`src/rtl/gpio_pkg.sv`:
```
//////////////////////////////////////////////////////////////////////
// GPIO peripheral shared definitions
// bus word and address types, register offsets, request/response
//////////////////////////////////////////////////////////////////////

`default_nettype none

package gpio_pkg;

  //////////////////////////////////////////////////////////////////////
  // bus widths
  //////////////////////////////////////////////////////////////////////

  // data bus word
  typedef logic [32-1:0] data_t;

  // byte address of a register
  typedef logic [8-1:0] adr_t;

  //////////////////////////////////////////////////////////////////////
  // register map
  //////////////////////////////////////////////////////////////////////

  // output value, read/write
  localparam adr_t ADR_OUT  = 8'h00;
  // output enable, read/write
  localparam adr_t ADR_OE   = 8'h04;
  // synchronized input, read only
  localparam adr_t ADR_IN   = 8'h08;
  // rising edge status, write one to clear
  localparam adr_t ADR_EDGE = 8'h0C;
  // interrupt mask, read/write
  localparam adr_t ADR_MASK = 8'h10;

  //////////////////////////////////////////////////////////////////////
  // request and response
  //////////////////////////////////////////////////////////////////////

  // request, qualified by req_vld
  typedef struct packed {
    logic  wen;  // write enable
    adr_t  adr;  // register byte address
    data_t wdt;  // write data
  } gpio_req_t;

  // response, qualified by rsp_vld
  typedef struct packed {
    data_t rdt;  // read data
    logic  sts;  // set on unmapped address
  } gpio_rsp_t;

endpackage : gpio_pkg

`default_nettype wire

```
`src/rtl/gpio_input_sync.sv`:
```
//////////////////////////////////////////////////////////////////////
// GPIO input synchronizer
// flip-flop chain for async pins and rising edge detection
//////////////////////////////////////////////////////////////////////

`timescale 1ns/100ps
`default_nettype none

module gpio_input_sync #(
  parameter int unsigned GW      = 32,  // pin count
  parameter int unsigned CFG_CDC = 2    // synchronizer depth
)(
  input  logic          tcb,
  input  logic          rst_n,
  input  logic [GW-1:0] gpio_i,
  output logic [GW-1:0] pin_sync,
  output logic [GW-1:0] pin_rise
);

  // synchronizer stages with index 0 at the pins
  logic [CFG_CDC-1:0][GW-1:0] sync_q;
  // previous synchronized value
  logic [GW-1:0]              last_q;

  //////////////////////////////////////////////////////////////////////
  // synchronizer chain
  //////////////////////////////////////////////////////////////////////

  always_ff @(posedge tcb or negedge rst_n) begin
    if (!rst_n) begin
      sync_q <= '0;
      last_q <= '0;
    end else begin
      sync_q[0] <= gpio_i;
      // shift towards the last stage
      for (int i = 1; i < CFG_CDC; i++) begin
        sync_q[i] <= sync_q[i-1];
      end
      last_q <= sync_q[CFG_CDC-1];
    end
  end

  // last stage is the stable pin value
  assign pin_sync = sync_q[CFG_CDC-1];

  // high now and low one cycle ago
  assign pin_rise = pin_sync & ~last_q;

  // a flagged pin is high now and was high at the input CFG_CDC cycles back
  assert property (@(posedge tcb) disable iff (!rst_n)
    (pin_rise & ~(pin_sync & $past(gpio_i, CFG_CDC))) == '0)
    else $error("pin_rise set on a pin that did not rise through the chain");

endmodule : gpio_input_sync

`default_nettype wire

```
`src/rtl/gpio_out_stage.sv`:
```
//////////////////////////////////////////////////////////////////////
// GPIO output stage
// response register with a one-cycle strobe and registered irq
//////////////////////////////////////////////////////////////////////

`timescale 1ns/100ps
`default_nettype none

module gpio_out_stage #(
  parameter int unsigned GW = 32  // pin count
)(
  input  logic                tcb,
  input  logic                rst_n,
  // from the register bank
  input  logic                rsp_take,
  input  gpio_pkg::gpio_rsp_t rsp_next,
  input  logic [GW-1:0]       irq_pend,
  // response towards the manager
  output logic                rsp_vld,
  output gpio_pkg::gpio_rsp_t rsp,
  // level interrupt
  output logic                irq
);

  //////////////////////////////////////////////////////////////////////
  // response
  //////////////////////////////////////////////////////////////////////

  // strobe, one cycle per accepted request
  always_ff @(posedge tcb or negedge rst_n) begin
    if (!rst_n) begin
      rsp_vld <= 1'b0;
    end else begin
      rsp_vld <= rsp_take;
    end
  end

  // payload only loads with a request, holds otherwise
  always_ff @(posedge tcb) begin
    if (rsp_take) begin
      rsp <= rsp_next;
    end
  end

  //////////////////////////////////////////////////////////////////////
  // interrupt
  //////////////////////////////////////////////////////////////////////

  // any masked edge raises the line
  always_ff @(posedge tcb or negedge rst_n) begin
    if (!rst_n) begin
      irq <= 1'b0;
    end else begin
      irq <= |irq_pend;
    end
  end

  // no response without a request one cycle earlier
  assert property (@(posedge tcb) disable iff (!rst_n)
    rsp_vld |-> $past(rsp_take))
    else $error("rsp_vld without a preceding request");

endmodule : gpio_out_stage

`default_nettype wire

```
`src/rtl/gpio_reg_bank.sv`:
```
//////////////////////////////////////////////////////////////////////
// GPIO register bank
// address decode, out/oe/edge/mask registers, read data and status
//////////////////////////////////////////////////////////////////////

`timescale 1ns/100ps
`default_nettype none

module gpio_reg_bank #(
  parameter int unsigned GW = 32  // pin count
)(
  input  logic                tcb,
  input  logic                rst_n,
  // request
  input  logic                req_vld,
  input  gpio_pkg::gpio_req_t req,
  // synchronized pins
  input  logic [GW-1:0]       pin_sync,
  input  logic [GW-1:0]       pin_rise,
  // pin drivers
  output logic [GW-1:0]       gpio_o,
  output logic [GW-1:0]       gpio_e,
  // towards the output stage
  output gpio_pkg::gpio_rsp_t rsp_next,
  output logic                rsp_take,
  output logic [GW-1:0]       irq_pend
);

  // data bits above the pin count
  localparam gpio_pkg::data_t HI_MASK = ~gpio_pkg::data_t'({GW{1'b1}});

  // one-hot register select
  logic sel_out;
  logic sel_oe;
  logic sel_in;
  logic sel_edge;
  logic sel_mask;
  logic sel_err;

  // qualified accesses
  logic wr;
  logic rd;

  // edge status and mask
  logic [GW-1:0] edge_q;
  logic [GW-1:0] mask_q;

  // bits to clear in the edge status
  logic [GW-1:0] edge_clr;

  // read data before the response register
  gpio_pkg::data_t rdt;

  //////////////////////////////////////////////////////////////////////
  // address decode
  //////////////////////////////////////////////////////////////////////

  // shared by reads and writes
  always_comb begin
    sel_out  = 1'b0;
    sel_oe   = 1'b0;
    sel_in   = 1'b0;
    sel_edge = 1'b0;
    sel_mask = 1'b0;
    sel_err  = 1'b0;
    case (req.adr)
      gpio_pkg::ADR_OUT:  sel_out  = 1'b1;
      gpio_pkg::ADR_OE:   sel_oe   = 1'b1;
      gpio_pkg::ADR_IN:   sel_in   = 1'b1;
      gpio_pkg::ADR_EDGE: sel_edge = 1'b1;
      gpio_pkg::ADR_MASK: sel_mask = 1'b1;
      default:            sel_err  = 1'b1;
    endcase
  end

  assign wr = req_vld &  req.wen;
  assign rd = req_vld & ~req.wen;

  //////////////////////////////////////////////////////////////////////
  // registers
  //////////////////////////////////////////////////////////////////////

  // write ones to clear, only on an edge write
  assign edge_clr = (wr && sel_edge) ? req.wdt[GW-1:0] : '0;

  always_ff @(posedge tcb or negedge rst_n) begin
    if (!rst_n) begin
      gpio_o <= '0;
      gpio_e <= '0;
      edge_q <= '0;
      mask_q <= '0;
    end else begin
      if (wr && sel_out) begin
        gpio_o <= req.wdt[GW-1:0];
      end
      if (wr && sel_oe) begin
        gpio_e <= req.wdt[GW-1:0];
      end
      if (wr && sel_mask) begin
        mask_q <= req.wdt[GW-1:0];
      end
      // new edge wins over a clear in the same cycle
      edge_q <= (edge_q & ~edge_clr) | pin_rise;
    end
  end

  //////////////////////////////////////////////////////////////////////
  // read data and status
  //////////////////////////////////////////////////////////////////////

  // upper bits stay zero
  always_comb begin
    rdt = '0;
    if (sel_out) begin
      rdt[GW-1:0] = gpio_o;
    end else if (sel_oe) begin
      rdt[GW-1:0] = gpio_e;
    end else if (sel_in) begin
      rdt[GW-1:0] = pin_sync;
    end else if (sel_edge) begin
      rdt[GW-1:0] = edge_q;
    end else if (sel_mask) begin
      rdt[GW-1:0] = mask_q;
    end
  end

  // unmapped address flags an error, reads and writes alike
  assign rsp_next.rdt = rdt;
  assign rsp_next.sts = sel_err;

  // every valid request gets a response
  assign rsp_take = req_vld;

  // masked pending edges
  assign irq_pend = edge_q & mask_q;

  // OUT written then read back holds only the low GW bits
  assert property (@(posedge tcb) disable iff (!rst_n)
    (wr && sel_out) ##1 (rd && sel_out) |-> (rdt == ($past(req.wdt) & ~HI_MASK)))
    else $error("OUT readback differs from written value");

  // same for OE
  assert property (@(posedge tcb) disable iff (!rst_n)
    (wr && sel_oe) ##1 (rd && sel_oe) |-> (rdt == ($past(req.wdt) & ~HI_MASK)))
    else $error("OE readback differs from written value");

endmodule : gpio_reg_bank

`default_nettype wire

```
`src/rtl/gpio_top.sv`:
```
//////////////////////////////////////////////////////////////////////
// GPIO peripheral top level
// input synchronizer, register bank and response stage
//////////////////////////////////////////////////////////////////////

`timescale 1ns/100ps
`default_nettype none

module gpio_top #(
  parameter int unsigned GW      = 32,  // pin count, 1 to 32
  parameter int unsigned CFG_CDC = 2    // synchronizer depth, 1 to 4
)(
  input  logic                tcb,
  input  logic                rst_n,
  // request
  input  logic                req_vld,
  input  gpio_pkg::gpio_req_t req,
  // response
  output logic                rsp_vld,
  output gpio_pkg::gpio_rsp_t rsp,
  // pins
  input  logic [GW-1:0]       gpio_i,
  output logic [GW-1:0]       gpio_o,
  output logic [GW-1:0]       gpio_e,
  // interrupt
  output logic                irq
);

  // parameter range
  if ((GW < 1) || (GW > 32)) begin : gen_gw_check
    $error("GW out of range 1 to 32");
  end
  if ((CFG_CDC < 1) || (CFG_CDC > 4)) begin : gen_cdc_check
    $error("CFG_CDC out of range 1 to 4");
  end

  // synchronized pins and edges
  logic [GW-1:0]       pin_sync;
  logic [GW-1:0]       pin_rise;
  // response before the register
  gpio_pkg::gpio_rsp_t rsp_next;
  logic                rsp_take;
  // masked edges
  logic [GW-1:0]       irq_pend;

  gpio_input_sync #(
    .GW      (GW),
    .CFG_CDC (CFG_CDC)
  ) u_input_sync (
    .tcb      (tcb),
    .rst_n    (rst_n),
    .gpio_i   (gpio_i),
    .pin_sync (pin_sync),
    .pin_rise (pin_rise)
  );

  gpio_reg_bank #(
    .GW (GW)
  ) u_reg_bank (
    .tcb      (tcb),
    .rst_n    (rst_n),
    .req_vld  (req_vld),
    .req      (req),
    .pin_sync (pin_sync),
    .pin_rise (pin_rise),
    .gpio_o   (gpio_o),
    .gpio_e   (gpio_e),
    .rsp_next (rsp_next),
    .rsp_take (rsp_take),
    .irq_pend (irq_pend)
  );

  gpio_out_stage #(
    .GW (GW)
  ) u_out_stage (
    .tcb      (tcb),
    .rst_n    (rst_n),
    .rsp_take (rsp_take),
    .rsp_next (rsp_next),
    .irq_pend (irq_pend),
    .rsp_vld  (rsp_vld),
    .rsp      (rsp),
    .irq      (irq)
  );

endmodule : gpio_top

`default_nettype wire

```
`config.mk`:
```
export PLATFORM = sky130hd
export DESIGN_NAME = gpio_top
export DESIGN_NICKNAME = d
export VERILOG_FILES = /design/src/rtl/gpio_pkg.sv /design/src/rtl/gpio_input_sync.sv /design/src/rtl/gpio_out_stage.sv /design/src/rtl/gpio_reg_bank.sv /design/src/rtl/gpio_top.sv
export SDC_FILE = /design/constraint.sdc
export NUM_CORES = 1
export LEC_CHECK = 0
export ABC_CLOCK_PERIOD_IN_PS = 1320
export BUFFER_PORTS_ARGS = -buffer_cell sky130_fd_sc_hd__clkbuf_2
export CORE_MARGIN = 1.5
export CORE_UTILIZATION = 52
export CTS_BUF_LIST = sky130_fd_sc_hd__clkbuf_2
export DETAILED_ROUTE_END_ITERATION = 10
export PLACE_DENSITY_LB_ADDON = 0.08
export SYNTH_ARGS = -nofsm -noshare
export SYNTH_HDL_FRONTEND = slang
export SYNTH_SLANG_ARGS = --single-unit
```
`constraint.sdc`:
```
create_clock -name tcb -period 1.32 [get_ports tcb]
set_input_delay 0.066 -clock tcb [delete_from_list [all_inputs] [get_ports tcb]]
set_output_delay 0.066 -clock tcb [all_outputs]
set_load 0.02 [all_outputs]
```
======== After elaboration in Yosys (flattened, before gate mapping) ========
Index checks and enable logic that the tools add are counted.
Widths: inputs -> output; s select.
cells by class
  add/subtract/negate cells ............... 0
  multiply operators ...................... 0
  div/mod/pow operators ................... 0
  magnitude comparators ................... 0
  equality and inequality tests ........... 4
  shifts and indexed selects .............. 0
  muxes and demuxes ....................... 12
  bitwise gates (word level) .............. 7
  reductions and logical operators ........ 7
operators by type and width
  cell                count
  $mux 32             6
  $and 32x32->32      3
  $not 32->32         2
  $or 32x32->32       1
  $reduce_or 32->1    1
  $eq 8x4->1 const B  2
  $eq 8x3->1 const B  1
  $eq 8x5->1 const B  1
  $logic_not 8->1     1
  $mux 1              6
  $reduce_or 5->1     1
  $logic_and 1x1->1   4
  $and 1x1->1         1
storage, ports and cells
  bits in registers ....................... 259
  bits in latches ......................... 0
  RAM bits ................................ 0
  ROM bits ................................ 0
  bits of input ports ..................... 76
  logic and storage cells ................. 41
  memories ................................ 0

======== Logic depth before layout (Yosys ltp) ========
Gate-level depths: netlist (run 1).
  word-level depth ........................ 7
  gate-level depth with buffers ........... 7

======== Cells and area by module ========
From an unflattened synthesis (run 1), not the netlist that was laid out.
second synthesis, totals
  cells, all modules ...................... 797
  area total of the unflattened synthesis .. 10,757.8 sq um
by module, submodules not included
  module           instances  cells an instance  area an instance (sq um)
  gpio_reg_bank    1          591                6,558.8
  gpio_input_sync  1          160                3,083.0
  gpio_out_stage   1          46                 1,116.1

======== Least setup slack after synthesis (run 1) ========
No wires, ideal clock.
  path kind ............................... input port to flip-flop
  from .................................... in req[35] in the netlist's numbering
  to ...................................... reg u_out_stage.rsp[21] (netlist name)
  arrival time ............................ 1.504 ns
  required time ........................... 1.064 ns
  setup slack ............................. -0.441 ns
  cell stages on the path ................. 6
  path buffers ............................ 3
  path through ............................ buf_6 or4_1 buf_2 or3_1 buf_2 o22a_1
RTL lines
  element      line            source
  from (decl)  gpio_top.sv:17  input gpio_pkg::gpio_req_t req,

======== Worst setup path after layout (run 1) ========
  from .................................... in req[32] in the netlist's numbering
  to ...................................... reg u_reg_bank.gpio_e[2]
between the ends
  word-level cells in the longest chain between the ends .. 3
ends and longest elaborated chain
  element               line                 source
  $eq 8x3->1            gpio_reg_bank.sv:66  case (req.adr)
  $mux 1                gpio_reg_bank.sv:66
  $logic_and 1x1->1     gpio_reg_bank.sv:96  if (wr && sel_oe) begin
  to (signal assigned)  gpio_reg_bank.sv:97  gpio_e <= req.wdt[GW-1:0];
  to (decl)             gpio_reg_bank.sv:22  output logic [GW-1:0] gpio_e,
Every way passes these cells.
A chain may end at the register's enable or synchronous reset.

==> results of run 1 <==
-- critical path: cells and delay by family --
kind | cells | cell delay (ns)
buffers and inverters | 5 | 1.25
AOI/OAI and AO/OA | 1 | 0.11
and+or+nand+nor | 3 | 0.74
-- routing by layer --
layer / GRT usage / part of all wire / vias to the layer above
li1: - / - / 3631
met1: 0.383 / 0.42 / 4079
met2: 0.475 / 0.50 / 350
met3: 0.0590 / 0.060 / 55
met4: 0.124 / 0.024 / 0
met5: 0 / 0 / -
-- cells by family after synthesis --
| logic type | after synthesis | synth area share |
|---|---|---|
| and+or+nand+nor | 149 | 0.0731 |
| muxes | 96 | 0.119 |
| buffers and inverters | 105 | 0.0452 |
| AOI/OAI and AO/OA | 143 | 0.110 |
| DFF | 259 | 0.653 |
-- cells in the mapped netlist, drive strengths merged, types with 4 or more instances --
cell / number
nand2b: 32
or3: 4
o22a: 30
a221oi: 30
dfrtp: 226
nand2: 64
mux2i: 30
nor2: 31
mux2: 66
nand3: 5
a22o: 32
edfxtp: 33
nand4: 6
o21ai: 30
a22oi: 16
clkbuf: 20
inv: 64
buf: 21
-- flip-flops by register name, summed over array words and instances, names as in the netlist --
| signal | count |
|---|---|
| u_input_sync.last_q | 32 |
| u_input_sync.pin_sync | 32 |
| u_input_sync.sync_q | 32 |
| u_out_stage.irq | 1 |
| u_out_stage.rsp | 33 |
| u_out_stage.rsp_vld | 1 |
| u_reg_bank.edge_q | 32 |
| u_reg_bank.gpio_e | 32 |
| u_reg_bank.gpio_o | 32 |
| u_reg_bank.mask_q | 32 |
-- worst max path at each step --
stage	depth (start not counted)	to
after CTS	3	u_out_stage.irq
after detailed placement	5	u_out_stage.rsp[6]
after global placement	5	u_out_stage.rsp[3]
after floorplan	6	u_out_stage.rsp[21]
after global routing	1	rsp[4]
final	9	u_reg_bank.gpio_e[2]
-- layout by cell type (no fill, tap or decap), types with 3 or more instances in the layout --
cell,n
sky130_fd_sc_hd__mux2_4,47
sky130_fd_sc_hd__nor2_1,31
sky130_fd_sc_hd__edfxtp_1,33
sky130_fd_sc_hd__buf_4,144
sky130_fd_sc_hd__inv_1,64
sky130_fd_sc_hd__o22a_1,30
sky130_fd_sc_hd__nand2_1,64
sky130_fd_sc_hd__a22o_1,32
sky130_fd_sc_hd__clkinv_1,7
sky130_fd_sc_hd__a22oi_1,10
sky130_fd_sc_hd__mux2_2,19
sky130_fd_sc_hd__nand3_1,3
sky130_fd_sc_hd__a22oi_2,6
sky130_fd_sc_hd__dlygate4sd3_1,109
sky130_fd_sc_hd__o21ai_0,30
sky130_fd_sc_hd__nand2b_1,32
sky130_fd_sc_hd__a221oi_1,29
sky130_fd_sc_hd__buf_12,15
sky130_fd_sc_hd__mux2i_1,29
sky130_fd_sc_hd__dfrtp_1,226
sky130_fd_sc_hd__buf_2,4
sky130_fd_sc_hd__clkbuf_2,183
sky130_fd_sc_hd__buf_8,5
sky130_fd_sc_hd__clkbuf_8,18
sky130_fd_sc_hd__buf_6,72
sky130_fd_sc_hd__nand4_1,6
-- repair_timing --
item | CTS | global route
setup endpoints to repair | 100 | 166
endpoints found under the hold margin | 423 | 5
cloned | 0 | 1
hold buffers | 110 | 2
setup buffers | 41 | 24
pin swaps | 4 | 4
resized for setup | 48 | 228
-- power by group through the flow --
stage,registers (uW),clock network (uW),logic [uW]
3_5_place_dp,8710,0,1180
6_report,8570,5820,1710
2_1_floorplan,8810,0,338
5_1_grt,8600,6460,1830
3_3_place_gp,8690,0,1150
4_1_cts,8540,5910,1530
-- through the flow --
| stage | utilization | total power (uW) | setup TNS [ns] |
|---|---|---|---|
| 6_report | 0.778 | 16100 | -11.52 |
| 5_1_grt | 0.778 | 16900 | -19.67 |
| 4_1_cts | 0.742 | 16000 | -18.46 |
| 3_5_place_dp | 0.625 | 9880 | -66.79 |
| 3_3_place_gp | 0.625 | 9840 | -65.63 |
| 2_1_floorplan | - | 9150 | -42.80 |
-- final cells by class --
| cell class | count | area share |
|---|---|---|
| Timing Repair Buffer | 442 | 0.267 |
| Multi-Input combinational cell | 388 | 0.209 |
| Clock inverter | 12 | 0.00657 |
| Sequential cell | 259 | 0.442 |
| Antenna cell | 1 | 0.000166 |
| Tap cell | 265 | 0.0221 |
| Inverter | 64 | 0.0160 |
| Clock buffer | 109 | 0.0363 |
==> impl_summary.md, run 1 <==
Global route
The number of antenna violations at the first check in global routing is 1. The all-layer global routing usage is 0.292. The first-pass GRT wire length is about 45 mm. The global-route congestion overflow total is 0. The largest net degree at the start of global routing is 40. The number of global-route vias before repair was 8,508.

Detailed routing
The iteration count of the initial detailed-routing pass is 7. The remaining antenna violation count after routing is 0. After detailed routing, the number of vias per cell comes to 5.27.

The first routing iteration left 396 violations. Dividing the detail-routed wire length by the instance count gives 19.6 um. The detailed router placed 8,115 vias in this run. After detailed routing, the total wire length is 30.2 mm. For this run, design rule violations remaining after detail routing come to 0.

Cells and area
In the final layout, the share of cells above drive strength 1 is 0.417. The number of nets in the finished design is ~1,300. Across the whole layout, storage elements account for roughly 6600 sq um. The filler cells instantiated in the layout total roughly 1,200. The non-filler instance count after layout is 1,540.

The area growth from synthesis to layout is 47.6%. In the final layout, the multi-input gates occupy 3150 sq um. After routing the design area is 15,000 sq um.

Status
The flow ran to the end, but the final reports show violations. The checks that failed: setup timing.

Clock network
CTS saw 259 sinks. Clock-pin slew was measured on the worst setup and hold paths at ~0.11 ns. TritonCTS built the clock tree.

CTS placed an instance of sky130_fd_sc_hd__clkbuf_2 at the clock tree root. For the worst-skew pair, the clock arrives at the later sink with an insertion delay of 0.81 ns. The CTS H-tree depth is 3. The number of buffers between clock root and the deepest sink is 3.

Clock tree synthesis inserted a total of 68 buffers.

Pwr
The leakage power of the design is ~0.0075 uW. The analysis attributes to net switching a power of 4290 uW. The share of total power dissipated in the clock network is 0.361. In this run the power density over the cells is 1070 nW/um^2.

The power share of the sequential group is 0.533. The internal power is 11,800 uW. The switching portion of total power is 0.267. The combinational share of power is 0.106.

The worst-case IR drop observed on VDD is 692 uV.

Critical path
The worst setup path is of the in -> reg kind. The depth of the most critical reg-to-reg path is 3. The critical path's most frequent cell is sky130_fd_sc_hd__buf_4. The launching instance or port of the critical path is req[32]. On the worst path, the slowest cell contributes a delay of 0.65 ns.

The startpoint of the worst register-to-register path is u_reg_bank.edge_q[28]. The element type at the critical path end is a register. In this run the worst path has a maximum fanout of 22. The minimum setup slack among reg-to-reg paths is -0.17 ns. The endpoint of the most critical register-to-register path is u_out_stage.irq. STA classifies the critical path startpoint as an input port. Walking the worst path, the cells encountered are clkbuf_2 > buf_4 > or3_4 > dlygate4sd3_1 > nor4_4 > buf_4 > buf_12 > nand2_1 > o21ai_0. At the worst endpoint, the required time is 1.97 ns. The slowest stage of the critical path belongs to the cell sky130_fd_sc_hd__dlygate4sd3_1. Data on the critical path arrives at its endpoint at 2.18 ns.

Synthesis
The most used flip-flop cell after synthesis is sky130_fd_sc_hd__dfrtp_1. Yosys printed 0 warnings. Each instance of the synthesized netlist takes up on average around 14 sq um. The flip-flop and latch count after synthesis is 259. Counting flops with a built-in enable in the synthesized netlist gives 33. The number of nets in the synthesized netlist is 828. The async set or reset register ratio after synthesis is 0.873.

The sequential fraction of the synthesis area is 0.653. The area share of the largest cell type after synthesis is 0.555. The library cell with the largest summed area after synthesis is sky130_fd_sc_hd__dfrtp_1. The unique cell type count in the Yosys netlist is 31. The synthesized netlist occupies a cell area of 10,200 sq um. After synthesis, the cell types taking the most area are sky130_fd_sc_hd__dfrtp_1 (56%), sky130_fd_sc_hd__edfxtp_1 (9.7%), sky130_fd_sc_hd__mux2_4 (6.6%). The number of cells produced by synthesis is 752.

STA
The worst slew margin relative to its limit is 0.707. Of the available clock period, the critical path in the final layout requires 1.16. The worst setup margin is -0.211 ns. Setup repair after global routing could not meet its margin everywhere. Final hold analysis gives a worst-case slack of 0.0606 ns.

For the finished layout, the period the worst path requires is approximately 1.5 ns. The number of max-slew violations in the final report is 0. The actual transition at the worst max-transition pin is roughly 0.44 ns. The final setup violation count is 133. For the final database, setup skew stands at 0.0764 ns.

The total count of hold-check failures in the final report is 0. Timing would allow up to ~650 MHz.

Die
In this run the horizontal extent of the chip is about 140 um. The initialized floorplan defines 51 standard-cell rows. For this configuration, the core starts out at a cell density of 0.527. In this run the count of I/O pins placed on the die edge is 175. The die is 143 um tall. The die footprint is 20,400 sq um. The core region is 19,300 sq um.

Place
The total of buffers placed on input and output ports is 174. The cell area after placement is 12,100 sq um. Once placement completed, the tool counted placed cells totaling 1,242. The worst setup timing slack at the placement stage is -0.529 ns. Routability-driven placement finished with a final weighted congestion of 0.823. The post-detailed-placement half-perimeter wirelength is 17.5 mm.

Hold path
The worst hold path begins at req[34]. The worst hold path endpoint is u_reg_bank.mask_q[23]. The path type of the worst min-delay path is in -> reg.

The number of cells on the worst hold path is 6.

Job
The max-capacitance violation count is 0.
Note: power is estimated with default switching activity, not from simulation.
==> run 2: changes to the inputs <==
==> constraint.sdc (replaced) <==
create_clock -name tcb -period 1.32 [get_ports tcb]
set_input_delay 0.264 -clock tcb [delete_from_list [all_inputs] [get_ports tcb]]
set_output_delay 0.264 -clock tcb [all_outputs]
set_load 0.02 [all_outputs]
==> impl_summary.md, run 2 (same netlist as run 1, synthesis figures left out) <==
Status
The final reports fail on setup timing. The flow ran to the end, but the final reports show violations.

Critical path
The element type at the critical path end is a primary output. The buffer and inverter count on the worst path is 1. Along the worst path, the maximum fanout reaches 1. The largest individual stage delay along the critical path comes from the cell sky130_fd_sc_hd__edfxtp_1.

The worst register-to-register path ends at u_out_stage.irq. On the worst path, the slowest cell contributes a delay of 0.44 ns. The critical path launch point type is a register. The dominant delay contributor by cell family on the critical path is flip-flops.

The setup path with the least slack is of type reg -> out. The required time of the critical path is 1.06 ns. The number of cells on the worst reg-to-reg path is 3.

The critical path goes through buf_6. The setup check on the worst reg-to-reg path leaves a slack of -0.13 ns. The launching instance or port of the critical path is u_out_stage.rsp[11]. In this run the critical register-to-register path is launched from u_reg_bank.mask_q[20]. Data on the critical path arrives at its endpoint at 1.38 ns.

Hold path
The worst hold path endpoint is u_out_stage.rsp[31]. The launch point of the worst hold path is req[34]. The worst hold path was traced through 4 stages. The path type of the worst min-delay path is in -> reg.

Pwr
The leakage power of the design is 0.00727 uW. The power per cell area is around 1100 nW/um^2. The largest vdd supply drop is 730 uV.

STA
The total count of hold-check failures in the final report is 0. For the pin with the worst max-slew slack, the measured transition is approximately 0.5 ns. The minimum clock period is between 1.5 and 2 ns.

Of the available clock period, the critical path in the final layout requires 1.24. For the final database, setup skew stands at 0.0554 ns. The worst slew margin relative to its limit is 0.660.

Based on the critical path, the design can be clocked at up to 609 MHz. The number of max-slew violations in the final report is 0. The final setup violation count is 135. The worst setup margin is -0.323 ns. Setup repair after global routing could not meet its margin everywhere.

Detailed routing
The vias per cell is 5.30. Before antenna repair, the detailed router went through 5 iterations. The DRC marker count from the first detailed-route iteration is 560.

The final layout contains routed wiring with a total length of slightly below 30 mm. The total number of vias is 7,923. The number of remaining DRC errors is 0. The remaining antenna violation count after routing is 0. After detailed routing, the average wire length per cell comes to 19.4 um.

Cells and area
The final core utilization is 0.753. Once layout is done, the placed cells without fillers occupy 14,600 sq um. The layout-stage area growth over the synthesis result is 42.9%. The flip-flop count of the largest register, all copies and words added is 33. Summing all flip-flop and latch instances after layout gives 6650 sq um. The top cell types in the final layout, fill and taps aside, are sky130_fd_sc_hd__dfrtp_1 (226), sky130_fd_sc_hd__clkbuf_2 (177), sky130_fd_sc_hd__buf_4 (140).

The net count of the finished layout is around 1,300. The layout filler cell count is 1,298. The most flop-heavy register is u_out_stage.rsp. The ratio of cells with drive above 1 in the final layout is 0.426. In the final layout, the multi-input gates occupy 3170 sq um.

The library cell used most frequently in the layout, excluding fill and tap cells, is sky130_fd_sc_hd__dfrtp_1.

Clock network
The number of buffers inserted during clock tree synthesis is 69. After clock tree synthesis, the clock-pin slew on the worst setup and hold paths is 0.11 ns. At the later pin of the worst-skew pair, clock insertion delay measures 0.77 ns. The clock tree from TritonCTS is built. The cell chosen for the clock root is sky130_fd_sc_hd__clkbuf_2. The clock sink count is ~260.

The number of buffers between clock root and the deepest sink is 3. The CTS H-tree depth is 3.

Die
The number of core rows is ~50. The die footprint is about 20,000 sq um. The die is 143 um wide. The vertical extent of the die is 143 um. The count of pins on the block boundary is 175. The initial cell density of the core is 0.527.

The core region area is between 15,000 and 20,000 sq um.

Global route
The first global-routing pass estimated between 40 and 50 mm of wire. The largest net degree at the start of global routing is 64. For this run the aggregate overflow at the end of global routing stands at 0.

The number of antenna violations at the first check in global routing is 1. Across every metal layer, demand over resource in global routing totals 0.283. The number of global-route vias before repair was 8,104.

Place
Once placement finished, the instance area stood at between 10,000 and 15,000 sq um. The total of buffers placed on input and output ports is 174. The final estimated routing congestion in global placement is 0.815.

Detailed placement finished with a half-perimeter wire length of 17.1 mm.

Job
Across the run, the number of max-cap violations was 0.
[run 2: through the flow]
| step | setup TNS (ns) | setup slack [ns] | total power [uW] | hold slack (ns) | instances |
|---|---|---|---|---|---|
| after floorplan | -74.44 | -0.562 | 9150 | -0.0316 | 752 |
| after detailed placement | -115.06 | -0.895 | 9870 | 0.151 | 1244 |
| after CTS | -31.84 | -0.411 | 15600 | 0.000658 | 1471 |
| final | -25.48 | -0.323 | 15700 | 0.0855 | 1495 |
| after global routing | -35.95 | -0.430 | 16400 | 0.0107 | 1495 |
| after global placement | -106.34 | -0.793 | 9840 | 0.147 | 1244 |
[run 2: power by group]
group          switching, uW  leakage, uW  internal, uW
combinational            802      0.00386           795
clock                   3260     0.000465          2230
sequential               190      0.00295          8370
total                   4250      0.00727         11400
[run 2: layer usage]
| layer | wire length [um] | global-route usage | up-vias |
|---|---|---|---|
| met5 | 0 | 0 | - |
| met4 | 578 | 0.106 | 0 |
| met3 | 1870 | 0.0654 | 44 |
| met2 | 14200 | 0.438 | 344 |
| met1 | 12300 | 0.392 | 3975 |
| li1 | - | - | 3560 |
[run 2: worst min-delay path, cell delays in order]
cell                       delay, ns
sky130_fd_sc_hd__buf_4          0.09
sky130_fd_sc_hd__or4_4          0.17
sky130_fd_sc_hd__o211ai_1       0.10
sky130_fd_sc_hd__nand3_1        0.08
[run 2: final cells by class]
| cell class | instances | share of cell area |
|---|---|---|
| clock buffers | 102 | 0.0351 |
| flip-flops and latches | 259 | 0.457 |
| well taps | 265 | 0.0228 |
| diodes | 1 | 0.000172 |
| repair buffers | 399 | 0.245 |
| multi-input cells | 388 | 0.218 |
| inverters | 64 | 0.0165 |
| clock inverters | 17 | 0.00628 |
[run 2: worst max-delay path by stage]
stage | end | slack, ns | cells after the start
final | rsp[11] | -0.32 | 1
after floorplan | u_out_stage.rsp[21] | -0.56 | 6
after detailed placement | u_reg_bank.edge_q[25] | -0.89 | 7
after CTS | rsp[11] | -0.41 | 1
after global routing | gpio_o[9] | -0.43 | 1
after global placement | u_reg_bank.edge_q[16] | -0.79 | 7
[run 2: timing repair]
action | 4_1_cts | 5_1_grt
resized for setup | 47 | 222
pin swaps | 4 | 8
gates cloned | 0 | 1
buffers inserted | 39 | 23
hold buffers | 69 | 0
hold endpoints to repair | 388 | 0
setup endpoints to repair | 128 | 138
==> run 3: changes to the inputs <==
--- a/config.mk
+++ b/config.mk
@@ -6,12 +6,13 @@
 export NUM_CORES = 1
 export LEC_CHECK = 0
 export ABC_CLOCK_PERIOD_IN_PS = 1320
-export BUFFER_PORTS_ARGS = -buffer_cell sky130_fd_sc_hd__clkbuf_2
+export BUFFER_PORTS_ARGS = -buffer_cell sky130_fd_sc_hd__buf_2
 export CORE_MARGIN = 1.5
-export CORE_UTILIZATION = 52
+export CORE_UTILIZATION = 53
 export CTS_BUF_LIST = sky130_fd_sc_hd__clkbuf_2
 export DETAILED_ROUTE_END_ITERATION = 10
 export PLACE_DENSITY_LB_ADDON = 0.08
 export SYNTH_ARGS = -nofsm -noshare
 export SYNTH_HDL_FRONTEND = slang
+export SYNTH_HIERARCHICAL = 1
 export SYNTH_SLANG_ARGS = --single-unit
==> impl_summary.md, run 3 <==
Detailed routing
Once detail routing completed, the nets flagged for antenna violations numbered 0. For this run, the detailed router's first-pass iteration total came to 5. For this run, design rule violations remaining after detail routing come to 0. Wires add up to 31.4 mm.

The DRC marker count from the first detailed-route iteration is roughly 430. Using the TritonRoute via totals, the vias-per-cell ratio works out to between 5 and 6. The average routed wire per standard cell is 20.8 um. The total number of vias is 8,298.

STA
The number of max-slew violations in the final report is 0. The final period utilization is 1.29. For the pin with the worst max-slew slack, the measured transition is 0.475 ns. Setup repair after global routing could not meet its margin everywhere. The achievable clock frequency is a little under 600 MHz. The smallest clock period supported by the final layout is computed as between 1.5 and 2 ns.

Between clock sinks in the finished design, the worst skew comes to about 0.065 ns. The worst slew margin relative to its limit is 0.683. Setup violations remaining at the end of the flow were counted as ~160. Setup slack on the critical path of the routed design comes to -0.389 ns. The aggregate negative setup slack is -30.87 ns. The total count of hold-check failures in the final report is 0.

Cells and area
The layout-stage area growth over the synthesis result is 41.9%. The area of combinational cells with multiple inputs is 4040 sq um. The area taken by flip-flops and latches is approximately 6600 sq um.

After the last flow step, the layout net total stands at 1,270. Ranked by flip-flop count, first place goes to u_out_stage/rsp. The flip-flop count of the largest register, all copies and words added is 33. The layout filler cell count is 1,218.

The ratio of cells with drive above 1 in the final layout is 0.517. Leaving out fill and tap cells, the most frequent cell in the layout is sky130_fd_sc_hd__dfrtp_1. In the layout the commonest cells are sky130_fd_sc_hd__dfrtp_1 (226), sky130_fd_sc_hd__buf_4 (140), sky130_fd_sc_hd__clkbuf_2 (109).

Critical path
Of all nets on the critical path, the largest fanout is 1. The buffer and inverter count on the worst path is 1. The dominant delay contributor by cell family on the critical path is flip-flops. The required time of the critical path is 1.06 ns. The peak per-stage delay on the critical path is 0.45 ns. STA classifies the critical path startpoint as a register. The element type at the critical path end is a primary output. Walking the worst path, the cells encountered are buf_6. The critical path is of the reg -> out type.

The arrival time of the worst setup path is 1.45 ns. On the critical path, the stage with the largest delay is an instance of sky130_fd_sc_hd__edfxtp_1.

Global route
In the global route stage, met1 resource usage came out at 0.393. The total overflow left after global routing is 0. The largest net degree at the start of global routing is 49. The first-pass GRT wire length is 49.0 mm.

In the global route stage, overall resource usage came out at 0.299. For met3 alone, demand over resource in global routing was 0.0564. The number of global-route vias before repair is 8,930. The met2 global-route usage is 0.486. The number of antenna violations at the first check in global routing came to 1.

After global routing, the most crowded layer is met2.

Clock network
The post-CTS clock slew at the launch and capture registers of the worst setup and hold paths is 0.13 ns. The number of buffers inserted during clock tree synthesis is 70. The clock sink count is ~260. The clock passes through at most 3 buffers. Clock latency on the worst-skew pair, taken at its later pin, is between 0.8 and 0.9 ns. TritonCTS built the clock tree. CTS placed an instance of sky130_fd_sc_hd__clkbuf_2 at the clock tree root. The clock tree synthesis step divided the H-tree into 3 levels.

Synthesis
The multiplexer fraction of the synthesized cell area is 0.121. The library cell with the largest summed area after synthesis is sky130_fd_sc_hd__dfrtp_1. The warning count from the yosys run is 6.

The unique cell type count in the Yosys netlist is 34. The sequential fraction of the synthesis area is 0.618. The area share of the largest cell type after synthesis is 0.526.

The simple-gate portion of the synthesized area is 0.133. The number of nets in the synthesized netlist is around 870. The synthesized design contains 33 enable-type register cells.

The async set or reset register ratio after synthesis is 0.873. Among all flip-flop cells after synthesis, the most frequent one is sky130_fd_sc_hd__dfrtp_1. The post-synthesis compound-gate area fraction is 0.0842. Synthesis produced a netlist whose cell count is 797. The most instantiated library cell after synthesis is sky130_fd_sc_hd__dfrtp_1.

The commonest cells after synthesis are sky130_fd_sc_hd__dfrtp_1 (226), sky130_fd_sc_hd__mux2_2 (114), sky130_fd_sc_hd__nand2_1 (47). After synthesis, the cell types taking the most area are sky130_fd_sc_hd__dfrtp_1 (53%), sky130_fd_sc_hd__mux2_2 (12%), sky130_fd_sc_hd__edfxtp_1 (9.2%). Of the total synthesized cell area, the portion taken by full adders, half adders and majority gates is 0. The mean instance size in the synthesized netlist is 13.5 sq um. The post-synthesis xor/xnor area fraction is 0.

The flip-flop and latch count after synthesis is ~260. Summing every instance area after synthesis gives 10,800 sq um. After synthesis, the largest family of logic cells by area is simple AND/OR/NAND/NOR gates.

Place
At the end of routability-driven placement, the weighted congestion stood at 0.809. Buffers placed on the I/O ports in this run total approximately 170. The post-detailed-placement half-perimeter wirelength is approximately 18 mm.

Pwr
The power per cell area is roughly 1100 nW/um^2. The design draws between 15,000 and 20,000 uW. The largest vdd supply drop is a little over 700 uV.

The leakage power of the design is a little over 0.007 uW.

Die
The core region area is 19,700 sq um. The initial cell density of the core is 0.547. The die covers 21,200 sq um.

The count of pins on the block boundary is 175. From left edge to right edge, the die measures around 150 um. Measured along the y axis, the die boundary spans 145 um. The floorplan has 51 rows.

Status
The flow ran to the end, but the final reports show violations. The checks that failed: setup timing.

Hold path
The min-delay analysis places its worst path in the category in -> reg.

Job
Across the run, the number of max-cap violations was 0.
## run 3: where the power goes
group          leakage (uW)  total [uW]  switching (uW)  internal, uW
combinational       0.00358        1880             927           951
sequential          0.00309        8550             199          8350
clock              0.000497        5660            3300          2360
## run 3: worst reg2reg max path, cell delays in order, from the launching register on
cell                      delay [ns]
sky130_fd_sc_hd__dfrtp_1        0.40
sky130_fd_sc_hd__and2_4         0.16
sky130_fd_sc_hd__nor4_4         0.29
sky130_fd_sc_hd__buf_4          0.16
sky130_fd_sc_hd__nand4_1        0.14
sky130_fd_sc_hd__or2_1          0.26
## run 3: layer usage
metal,wire (um),part of all wire,vias to the layer above
met5,0,0,-
met4,992,0.032,0
met3,2020,0.064,84
met2,15400,0.49,413
met1,13000,0.41,4157
li1,-,-,3644
## run 3: cell type report
class | instances | area share
Inverter | 1 | 0.000246
Clock buffer | 109 | 0.0357
Antenna cell | 1 | 0.000164
Sequential cell | 259 | 0.435
Timing Repair Buffer | 406 | 0.237
Clock inverter | 15 | 0.00549
Multi-Input combinational cell | 456 | 0.264
Tap cell | 265 | 0.0217
## run 3: final timing paths
kind                            depth (start not counted)                  endpoint  slack [ns]                    from
worst max-delay path                                    1                   rsp[32]       -0.39     u_out_stage/rsp[32]
worst min-delay path                                    6      u_reg_bank/edge_q[0]        0.07                 req[39]
worst max register to register                          5           u_out_stage/irq       -0.26    u_reg_bank/edge_q[0]
worst min register to register                          0  u_input_sync/pin_sync[5]        0.34  u_input_sync/sync_q[5]
max in group asynchronous                               4   u_input_sync/last_q[10]        0.18                   rst_n
min in group asynchronous                               3     u_reg_bank/edge_q[20]        0.55                   rst_n
## run 3: repair_timing
action,CTS,global route
gates cloned,4,0
hold buffers,67,0
pin swaps,7,16
endpoints found under the setup margin,175,178
endpoints found under the hold margin,393,0
gates resized for setup,199,95
buffers inserted,60,22
## run 3: through the flow
stage / setup WS [ns] / cells / hold slack [ns] / area [sq um] / utilization
floorplan: -0.882 / 797 / -0.0316 / 10800 / -
global placement: -1.05 / 1243 / 0.183 / 12400 / 0.629
detailed placement: -1.12 / 1243 / 0.186 / 12400 / 0.629
CTS: -0.437 / 1497 / 0.0114 / 14900 / 0.756
global route: -0.437 / 1512 / 0.0544 / 15300 / 0.777
finish: -0.389 / 1512 / 0.0730 / 15300 / 0.777
## run 3: cells by family (layout without fill, tap and decap cells)
| logic type | count (synthesis) | in the layout |
|---|---|---|
| AOI/OAI and AO/OA | 131 | 131 |
| buffers and inverters | 82 | 531 |
| DFF | 259 | 259 |
| muxes | 116 | 116 |
| other | 0 | 1 |
| and+or+nand+nor | 209 | 209 |
